**src/source/elinkBridge_config.svh**
```systemverilog
/* elink bridge configuration
   register map, message width and payload limits shared by all blocks */

`ifndef ELINKBRIDGE_CONFIG_SVH
`define ELINKBRIDGE_CONFIG_SVH

// CAN controller register bank addressing
`define REG_ADDR_WIDTH 5

// transmit message registers sit at 2..11
`define REG_FIRST_ADDR 2
`define REG_COUNT 10

// ten registers minus the low nibble of the last one
`define MSG_WIDTH 76

// payload bytes carried by one message, larger DLC values are clamped
`define MAX_PAYLOAD 7

`endif

```
**src/source/elinkBridgePkg.sv**
```systemverilog
/* elink bridge types
   transmit message word with its field view, serializer states */

`include "elinkBridge_config.svh"

package elinkBridgePkg;

   // field layout of the buffered message, MSB first
   typedef struct packed
   {
      logic [10:0]                 cobId;    // CAN identifier
      logic                        rtr;      // remote request
      logic [3:0]                  dlc;      // data length code
      logic [8*`MAX_PAYLOAD-1:0]   payload;  // first payload byte uppermost
      logic [3:0]                  tail;     // status flags
   } canTraFields;

   /* the buffer fills the word as raw register bytes,
      the serializer reads it back through fields */
   typedef union packed
   {
      logic [`MSG_WIDTH-1:0] raw;
      canTraFields           fields;
   } canTraMsg;

   // byte currently on the elink
   typedef enum logic [2:0]
   {
      idle,
      header0,    // cobId[10:3]
      header1,    // cobId[2:0], rtr, dlc
      payload,
      tail
   } serState;

endpackage

```
**src/source/canRegReader.sv**
```systemverilog
/* CAN register reader
   walks the transmit registers and lines up buffer writes with read data */

`timescale 1ns/1ps
`include "elinkBridge_config.svh"

module canRegReader
(
   input  logic                       clk,
   input  logic                       rst,        // active low
   input  logic                       start,      // one cycle pulse
   input  logic                       txBusy,     // serializer still sending
   output logic [`REG_ADDR_WIDTH-1:0] regAddr,
   output logic                       regRead,
   output logic                       bufEn,
   output logic [`REG_ADDR_WIDTH-1:0] bufAddr,
   output logic                       msgReady,
   output logic                       busy
);

   localparam int cntWidth = $clog2(`REG_COUNT);

   localparam logic [`REG_ADDR_WIDTH-1:0] firstAddr = `REG_ADDR_WIDTH'(`REG_FIRST_ADDR);
   localparam logic [`REG_ADDR_WIDTH-1:0] lastAddr =
      `REG_ADDR_WIDTH'(`REG_FIRST_ADDR + `REG_COUNT - 1);
   localparam logic [cntWidth-1:0] lastCnt = cntWidth'(`REG_COUNT - 1);

   logic [cntWidth-1:0] readCnt;   // register index within the message
   logic                readerBusy;
   logic                startOk;

   // reader is busy from the first read until msgReady has gone out
   assign readerBusy = regRead | bufEn | msgReady;
   assign startOk    = start & ~readerBusy & ~txBusy;

   assign regAddr = firstAddr + `REG_ADDR_WIDTH'(readCnt);
   assign busy    = readerBusy | txBusy;

   // read sequencer
   always_ff @(posedge clk or negedge rst)
   begin
      if (!rst)
      begin
         regRead <= 1'b0;
         readCnt <= '0;
      end
      else if (startOk)
      begin
         regRead <= 1'b1;
         readCnt <= '0;
      end
      else if (regRead)
      begin
         if (readCnt == lastCnt)
         begin
            regRead <= 1'b0;   // all ten issued
         end
         else
         begin
            readCnt <= readCnt + cntWidth'(1);
         end
      end
   end

   /* the bank answers one cycle after regRead, so the write
      strobe and address are the read side delayed by one stage */
   always_ff @(posedge clk or negedge rst)
   begin
      if (!rst)
      begin
         bufEn   <= 1'b0;
         bufAddr <= '0;
      end
      else
      begin
         bufEn   <= regRead;
         bufAddr <= regAddr;
      end
   end

   // message complete one cycle after the last byte lands
   always_ff @(posedge clk or negedge rst)
   begin
      if (!rst)
      begin
         msgReady <= 1'b0;
      end
      else
      begin
         msgReady <= bufEn && (bufAddr == lastAddr);
      end
   end

endmodule

```
**src/source/canMessageBuffer.sv**
```systemverilog
/* CAN transmit message buffer
   captures register bytes by address into the 76-bit message word */

`timescale 1ns/1ps
`include "elinkBridge_config.svh"

module canMessageBuffer
(
   input  logic                       clk,
   input  logic                       rst,       // active low
   input  logic                       bufEn,     // write strobe, aligned with regData
   input  logic [`REG_ADDR_WIDTH-1:0] bufAddr,
   input  logic [7:0]                 regData,
   output elinkBridgePkg::canTraMsg   msg
);

   localparam logic [`REG_ADDR_WIDTH-1:0] firstAddr = `REG_ADDR_WIDTH'(`REG_FIRST_ADDR);

   logic [7:0]            byteReg [`REG_COUNT];   // byte 0 holds cobId[10:3]
   logic [`REG_COUNT-1:0] wrSel;

   // one hot address decode, addresses outside 2..11 select nothing
   always_comb
   begin
      for (int i = 0; i < `REG_COUNT; i++)
      begin
         wrSel[i] = bufEn && (bufAddr == firstAddr + `REG_ADDR_WIDTH'(i));
      end
   end

   // buffer reads as zero after reset
   always_ff @(posedge clk or negedge rst)
   begin
      if (!rst)
      begin
         for (int i = 0; i < `REG_COUNT; i++)
         begin
            byteReg[i] <= 8'h00;
         end
      end
      else
      begin
         for (int i = 0; i < `REG_COUNT; i++)
         begin
            if (wrSel[i])
            begin
               byteReg[i] <= regData;
            end
         end
      end
   end

   /* raw view of the message, low nibble of the last register
      carries nothing and is dropped */
   always_comb
   begin
      msg.raw = {byteReg[0],
                 byteReg[1],
                 byteReg[2],
                 byteReg[3],
                 byteReg[4],
                 byteReg[5],
                 byteReg[6],
                 byteReg[7],
                 byteReg[8],
                 byteReg[9][7:4]};
   end

endmodule

```
**src/source/elinkFrameSerializer.sv**
```systemverilog
/* elink frame serializer
   sends header, DLC-sized payload and tail of a buffered message as bytes */

`timescale 1ns/1ps
`include "elinkBridge_config.svh"

module elinkFrameSerializer
(
   input  logic                     clk,
   input  logic                     rst,        // active low
   input  logic                     msgReady,   // buffer holds a full message
   input  elinkBridgePkg::canTraMsg msg,
   output logic [7:0]               elinkData,
   output logic                     elinkValid,
   output logic                     elinkSof,
   output logic                     elinkEof,
   output logic                     txBusy
);

   elinkBridgePkg::serState  state;
   elinkBridgePkg::canTraMsg msgReg;     // frozen copy while sending
   logic [2:0]               payLen;     // payload bytes in this frame
   logic [2:0]               payIdx;
   logic [7:0]               payByte;

   // remote frames carry no data, dlc above 7 is clamped
   always_comb
   begin
      if (msgReg.fields.rtr)
      begin
         payLen = 3'd0;
      end
      else if (msgReg.fields.dlc > 4'(`MAX_PAYLOAD))
      begin
         payLen = 3'(`MAX_PAYLOAD);
      end
      else
      begin
         payLen = msgReg.fields.dlc[2:0];
      end
   end

   assign payByte = msgReg.fields.payload[(`MAX_PAYLOAD - 1 - int'(payIdx)) * 8 +: 8];

   always_ff @(posedge clk)
   begin
      if (state == elinkBridgePkg::idle && msgReady)
      begin
         msgReg <= msg;
      end
   end

   always_ff @(posedge clk or negedge rst)
   begin
      if (!rst)
      begin
         state  <= elinkBridgePkg::idle;
         payIdx <= '0;
      end
      else
      begin
         case (state)
            elinkBridgePkg::idle:
               if (msgReady) state <= elinkBridgePkg::header0;
            elinkBridgePkg::header0:
               state <= elinkBridgePkg::header1;
            elinkBridgePkg::header1:
            begin
               payIdx <= '0;
               state  <= (payLen == 3'd0) ? elinkBridgePkg::tail : elinkBridgePkg::payload;
            end
            elinkBridgePkg::payload:
               if (payIdx == payLen - 3'd1) state <= elinkBridgePkg::tail;
               else payIdx <= payIdx + 3'd1;
            default:
               state <= elinkBridgePkg::idle;   // tail is the last byte
         endcase
      end
   end

   // byte on the link follows the state directly
   always_comb
   begin
      case (state)
         elinkBridgePkg::header0: elinkData = msgReg.fields.cobId[10:3];
         elinkBridgePkg::header1:
            elinkData = {msgReg.fields.cobId[2:0], msgReg.fields.rtr, msgReg.fields.dlc};
         elinkBridgePkg::payload: elinkData = payByte;
         elinkBridgePkg::tail:    elinkData = {msgReg.fields.tail, 4'h0};
         default:                 elinkData = 8'h00;
      endcase
   end

   assign elinkValid = (state != elinkBridgePkg::idle);
   assign elinkSof   = (state == elinkBridgePkg::header0);
   assign elinkEof   = (state == elinkBridgePkg::tail);
   assign txBusy     = elinkValid;   // high through the last byte

endmodule

```
**src/source/canElinkBridge.sv**
```systemverilog
/* CAN to elink bridge top level
   register reader, message buffer and frame serializer */

`timescale 1ns/1ps
`include "elinkBridge_config.svh"

module canElinkBridge
(
   input  logic                       clk,
   input  logic                       rst,         // active low
   input  logic                       start,       // one cycle pulse
   output logic                       busy,
   output logic [`REG_ADDR_WIDTH-1:0] regAddr,     // to the CAN register bank
   output logic                       regRead,
   input  logic [7:0]                 regData,     // one cycle after regRead
   output logic [7:0]                 elinkData,
   output logic                       elinkValid,
   output logic                       elinkSof,
   output logic                       elinkEof
);

   logic                       bufEn;
   logic [`REG_ADDR_WIDTH-1:0] bufAddr;
   logic                       msgReady;
   logic                       txBusy;
   elinkBridgePkg::canTraMsg   msg;

   canRegReader reader
   (
      .clk      (clk),
      .rst      (rst),
      .start    (start),
      .txBusy   (txBusy),
      .regAddr  (regAddr),
      .regRead  (regRead),
      .bufEn    (bufEn),
      .bufAddr  (bufAddr),
      .msgReady (msgReady),
      .busy     (busy)
   );

   canMessageBuffer buffer
   (
      .clk     (clk),
      .rst     (rst),
      .bufEn   (bufEn),
      .bufAddr (bufAddr),
      .regData (regData),
      .msg     (msg)
   );

   // serializer picks up the message the cycle after the last write
   elinkFrameSerializer serializer
   (
      .clk        (clk),
      .rst        (rst),
      .msgReady   (msgReady),
      .msg        (msg),
      .elinkData  (elinkData),
      .elinkValid (elinkValid),
      .elinkSof   (elinkSof),
      .elinkEof   (elinkEof),
      .txBusy     (txBusy)
   );

endmodule

```
**config.mk**
```make
export PLATFORM = sky130hd
export DESIGN_NAME = canElinkBridge
export DESIGN_NICKNAME = d
export VERILOG_FILES = /design/src/source/elinkBridgePkg.sv /design/src/source/canRegReader.sv /design/src/source/canMessageBuffer.sv /design/src/source/elinkFrameSerializer.sv /design/src/source/canElinkBridge.sv
export VERILOG_INCLUDE_DIRS = /design/src /design/src/source
export SDC_FILE = /design/constraint.sdc
export NUM_CORES = 1
export LEC_CHECK = 0
export ABC_AREA = 1
export BUFFER_PORTS_ARGS = -buffer_cell sky130_fd_sc_hd__buf_2
export CAP_MARGIN = 10
export CELL_PAD_IN_SITES_DETAIL_PLACEMENT = 0
export CELL_PAD_IN_SITES_GLOBAL_PLACEMENT = 1
export CORE_UTILIZATION = 49
export DETAILED_ROUTE_END_ITERATION = 16
export PLACE_DENSITY = 0.79
export SKIP_CTS_REPAIR_TIMING = 1
export SLEW_MARGIN = 20
export SYNTH_ARGS = -nofsm -noshare
export SYNTH_HDL_FRONTEND = slang
export SYNTH_SLANG_ARGS = --single-unit
```
**constraint.sdc**
```tcl
create_clock -name clk -period 5.1 [get_ports clk]
set_clock_uncertainty 0.1 [all_clocks]
set_input_delay 0.255 -clock clk [delete_from_list [all_inputs] [get_ports clk]]
set_output_delay 0.255 -clock clk [all_outputs]
set_load 0.01 [all_outputs]
```
# After elaboration in Yosys (flattened, before gate mapping)
# Index checks and enable logic that the tools add are counted.
dict set report totals {
  ff_bits 174
  input_bits 11
  output_inout_bits 18
  elab_cells 86
}
dict set report classes {
  add_sub_neg 5
  order_cmp 1
  eq_ne 20
  shift 1
  muxes 15
  bitwise_logic 7
  n_reduce_logical 19
}
# op n
set ops {}
lappend ops {{$shiftx A56 B32 Y8} 1}
lappend ops {{$pmux W8 S4} 1}
lappend ops {{$eq A5 B3 Y1 const B} 4}
lappend ops {{$eq A5 B4 Y1 const B} 4}
lappend ops {{$mux W3} 6}
lappend ops {{$mux W4} 3}
lappend ops {{$pmux W3 S4} 1}
lappend ops {{$logic_and A1 B1 Y1} 11}
lappend ops {{$eq A5 B2 Y1 const B} 2}
lappend ops {{$eq A3 B2 Y1 const B} 2}
lappend ops {{$logic_not A3 Y1} 2}
lappend ops {{$pmux W3 S2} 1}
lappend ops {{$reduce_and A2 Y1} 3}
lappend ops {{$add A2 B4 Y5 const A} 1}
lappend ops {{$add A4 B1 Y4 const B} 1}
lappend ops {{$eq A4 B4 Y1 const B} 1}
lappend ops {{$gt A4 B3 Y1 const B} 1}
lappend ops {{$ne A2 B1 Y1 const B} 2}
lappend ops {{$ne A2 B2 Y1 const B} 2}
lappend ops {{$reduce_bool A2 Y1} 2}
lappend ops {{$sub A3 B3 Y4 const A} 1}
lappend ops {{$add A3 B1 Y3 const B} 1}
lappend ops {{$eq A3 B1 Y1 const B} 1}
lappend ops {{$eq A3 B3 Y1} 1}
lappend ops {{other kinds (7)} 13}

# Logic depth before layout (Yosys ltp)
dict set report depth {
  depth_word 7
  ltp_mapped 12
  depth_no_buf 12
}

# By module
# From an unflattened synthesis, not the netlist that was laid out.
dict set report unflattened {
  cells_unflattened 701
  area_unflattened_um2 7114.3
}
# module instances cells_each area_each_um2 seq_area_each_um2
set by_module_without_submodules {}
lappend by_module_without_submodules {elinkFrameSerializer 1 298 3465.8 2432.3}
lappend by_module_without_submodules {canMessageBuffer 1 356 3141.8 1901.8}
lappend by_module_without_submodules {canRegReader 1 47 506.7 300.3}

# Worst setup path after synthesis
# OpenSTA, ideal clock, no wires.
dict set report synth_timing {
  path_type {flip-flop to flip-flop}
  from {reg serializer.state[0]}
  to {reg serializer.msgReg[0] (netlist bit), enable pin}
  setup_ns 0.511
  t_arrival_ns 3.882
  required_ns 4.489
  path_slack_ns 0.607
  stages_incl_launch_ff 4
  n_path_buf 0
  period_less_slack_ns 4.493
  cell_sequence {dfrtp_1 -> nor2_1 -> nand2_1 -> nor2_1}
}
dict set report synth_between {
  elab_chain_len 2
}
# element line
set synth_rtl {}
lappend synth_rtl {{from (decl)} elinkFrameSerializer.sv:20} ;# elinkBridgePkg::serState state;
lappend synth_rtl {{from (signal assigned)} elinkFrameSerializer.sv:57} ;# state <= elinkBridgePkg::idle;
lappend synth_rtl {{from (signal assigned)} elinkFrameSerializer.sv:64} ;# if (msgReady) state <= elinkBridgePkg::header0;
lappend synth_rtl {{from (signal assigned)} elinkFrameSerializer.sv:66} ;# state <= elinkBridgePkg::header1;
lappend synth_rtl {{$logic_not A3 Y1} elinkFrameSerializer.sv:47} ;# if (state == elinkBridgePkg::idle && msgReady)
lappend synth_rtl {{$logic_and A1 B1 Y1} elinkFrameSerializer.sv:47}
lappend synth_rtl {{to (signal assigned)} elinkFrameSerializer.sv:49} ;# msgReg <= msg;
lappend synth_rtl {{to (decl)} elinkFrameSerializer.sv:21} ;# elinkBridgePkg::canTraMsg msgReg;
# Every way passes these cells.
# A chain may end at the register's enable or synchronous reset.

# Worst setup path after layout
dict set report layout_timing {
  from {reg serializer.payIdx[0]}
  to {out elinkData[6]}
}
dict set report layout_between {
  elab_chain_len 3
}
# element line
set layout_rtl {}
lappend layout_rtl {{from (decl)} elinkFrameSerializer.sv:23} ;# logic [2:0] payIdx;
lappend layout_rtl {{from (signal assigned)} elinkFrameSerializer.sv:74} ;# else payIdx <= payIdx + 3'd1;
lappend layout_rtl {{$sub A3 B3 Y4 (no line)} n/a}
lappend layout_rtl {{$shiftx A56 B32 Y8} elinkFrameSerializer.sv:43} ;# assign payByte = msgReg.fields.payload[(`MAX_PAYLOAD - 1 - int'(payIdx)) * 8 +: 8];
lappend layout_rtl {{$pmux W8 S4} elinkFrameSerializer.sv:84} ;# case (state)
lappend layout_rtl {{to (decl)} canElinkBridge.sv:16} ;# output logic [7:0] elinkData,
# Every way passes these cells.

==> flow_metrics.env <==
export IMPL_antenna_cells=0
export IMPL_grt_overflow_total=0
export IMPL_p_leak_nw=3.455
export IMPL_slowest_delay_ns=0.86
export IMPL_fillers=1167
export IMPL_layout_commonest_cell="nand2_1"
export IMPL_synth_top_area_share_pct=34.36
export IMPL_die_y_um=120.2
export IMPL_crit_type="flop to output pin"
export IMPL_syn_area_per_cell_sq_um=10.88
export IMPL_cts_sinks=170
export IMPL_antenna_found_initial=0
export IMPL_pre_cts_slack_ns=2.430
export IMPL_dr_pass1_iters=5
export IMPL_reg2reg_from="serializer.state[0]"
export IMPL_instances_no_fill=849
export IMPL_finalWirelength_um=14360
export IMPL_hold_viol=0
export IMPL_cts_root_buffer="clkbuf_16"
export IMPL_grt_max_degree=70
export IMPL_critPathArrivalTime_ns=2.68
export IMPL_dp_cells=816
export IMPL_dp_hpwl_um=9742
export IMPL_rsz0062_at_grt="false"
export IMPL_worst_slew_pin_slew_ns=1.016
export IMPL_cp_slowest_cell="dfrtp_1"
export IMPL_viasPerCell=5.244
export IMPL_pwr_share_comb_pct=26.1
export IMPL_grt_usage_pct=22.13
export IMPL_yosys_warnings=0
export IMPL_clockBufferDepth=2
export IMPL_crit_path_start_kind="flop"
export IMPL_min_path_type="input pin to flop"
export IMPL_reg2reg_depth=4
export IMPL_p_clk_share_pct=26.6
export IMPL_cts_clk_slew_worst_paths_ns=0.06
export IMPL_io_pins=29
export IMPL_ff2ff_setup_slack_ns=2.45
export IMPL_finalPower_mw=4.645
export IMPL_drcViolationCount=0
export IMPL_gp_congestion=0.8460
export IMPL_drt_iter0_markers=443
export IMPL_path_max_fanout=31
export IMPL_synth_nets=646
export IMPL_utilization_pct=56.99
export IMPL_netlist_instances=629
export IMPL_critPathCapture="elinkData[6]"
export IMPL_fp_dieW_um=120.2
export IMPL_regArea_sq_um=4634
export IMPL_seqPwrFrac_pct=47.3
export IMPL_port_buffers=28
export IMPL_p_switching_mw=1.578
export IMPL_synth_top_cell_by_area="dfrtp_1"
export IMPL_ant_nets=0
export IMPL_max_freq_ghz=0.3300
export IMPL_htree_levels=4
export IMPL_finalCritPeriodShare_pct=59.42
export IMPL_drive_gt1_share_pct=13.67
export IMPL_syn_area_sq_um=6845
export IMPL_fp_row_count=42
export IMPL_synthTopCellsByArea="dfrtp_1 (34%), edfxtp_1 (33%), nand2_1 (11%)"
export IMPL_powerDensity_nw_per_um2=605.8
export IMPL_final_nets=677
export IMPL_start_util_pct=50.88
export IMPL_core_sq_um=13450
export IMPL_critPathRequiredTime_ns=4.74
export IMPL_synth_seq_cells=170
export IMPL_dieArea_sq_um=14450
export IMPL_grt_pass1_vias=4246
export IMPL_maxCapViolations=0
export IMPL_r2r_end="serializer.msgReg[5]"
export IMPL_final_cell_mix="nand2_1 (197), dfrtp_1 (94), edfxtp_1 (76)"
export IMPL_numCtsBuffers=17
export IMPL_area_delta_synth_final_pct=12.01
export IMPL_ir_drop_mv=0.3368
export IMPL_multi_input_area_sq_um=1888
export IMPL_cts_tree="built"
export IMPL_setup_viol=0
export IMPL_grt_pass1_wl_um=23240
export IMPL_slew_headroom_pct=32.08
export IMPL_vias=4452
export IMPL_p_int_mw=3.066
export IMPL_worst_slack_ns=2.070
export IMPL_final_setup_tns_ns=0
export IMPL_outcome="finished clean"
export IMPL_worstSkewPairLatency_ns=0.42
export IMPL_crit_path_start="serializer.payIdx[0]"
export IMPL_finalCriticalPeriod_ns=3.030
export IMPL_crit_top_cell="nand2_1"
export IMPL_drv_slew=0
export IMPL_drt_wirelength_per_cell_um=16.92
export IMPL_crit_path_end_kind="output pin"
export IMPL_synth_distinct_cells=30
export IMPL_switching_share_pct=33.98
export IMPL_path_cells="inv_1, nand2_1, nand3_1, nand3_1, nand2_1, nand2_1, nand2_1, buf_2"
export IMPL_ys_seq_area_share_pct=67.70
-- routing by layer --
layer	global-route usage (%)	wire, um	vias to the layer above
met2	31.72	6336	124
li1	-	-	2152
met1	33.16	6981	2160
met4	7.109	182	0
met3	5.377	862	16
met5	0	0	-
-- power by group through the flow --
stage                     Combinational (mW)  Clock, mW  Sequential [mW]
after floorplan                        0.944          0             2.12
after global placement                  1.18          0             2.19
after detailed placement                1.21          0             2.22
after CTS                               1.22       1.25             2.19
after global routing                    1.40       1.31             2.24
final                                   1.21       1.24             2.20
-- through the flow --
step,hold WS [ns],area [sq um]
global route,0.1052,7667
detailed placement,0.09700,7088
finish,0.09489,7667
global placement,0.09423,7088
CTS,-0.3587,7657
floorplan,-0.1406,6845
-- worst min-delay path by stage --
stage / end / depth (start not counted) / start
floorplan: buffer.msg[0] / 0 / rst
global placement: buffer.msg[44] / 1 / rst
detailed placement: buffer.msg[31] / 1 / rst
CTS: buffer.msg[44] / 1 / rst
global route: reader.regRead / 3 / start
finish: reader.regRead / 3 / start
-- state kept, by name, indices dropped and copies added (netlist names) --
signal / count
reader.msgReady: 1
serializer.state: 3
reader.bufAddr: 5
serializer.payIdx: 3
buffer.msg: 76
serializer.msgReg: 76
reader.regRead: 1
reader.bufEn: 1
reader.readCnt: 4
-- critical path: cells and delay by family, from the launching register on --
family	cells	cell delay [ns]
AND/OR/NAND/NOR	6	0.59
flip-flops	1	0.86
buffers and inverters	2	0.79
-- final cells by class --
class	count	share of cell area (%)
clock inverter	11	1.420
clock buffer	21	6.005
tap	176	2.872
timing repair buffer	31	2.187
inverter	50	2.448
sequential	170	60.44
multi-input combinational	390	24.62
-- cells in the mapped netlist --
master     instances
nand2_1          197
dfrtp_1           94
edfxtp_1          76
o21ai_0           66
nand3_1           49
inv_1             46
nor2_1            21
o21ai_2           14
a21oi_1            8
buf_6              7
buf_2              6
ha_1               6
nand2_2            5
buf_4              3
inv_2              3
nand2_4            3
xor2_1             3
a22o_1             2
clkbuf_1           2
nand3_4            2
nand4_1            2
nor2_2             2
nor2_4             2
nor3_1             2
o21ai_1            2
xnor2_1            2
and3_4             1
buf_1              1
clkinv_1           1
o2bb2ai_1          1
-- kinds of logic (layout without fill, tap and decap cells) --
kind of cell / count (synthesis) / after routing / synth area share [%]
and+or+nand+nor: 286 / 286 / 18.00
DFF: 170 / 170 / 67.70
AOI/OAI and AO/OA: 93 / 93 / 7.732
buffers and inverters: 69 / 113 / 4.825
adders and majority gates: 6 / 6 / 1.097
xor gates and xnor gates: 5 / 5 / 0.6399
(Power assumes the default switching activity.)
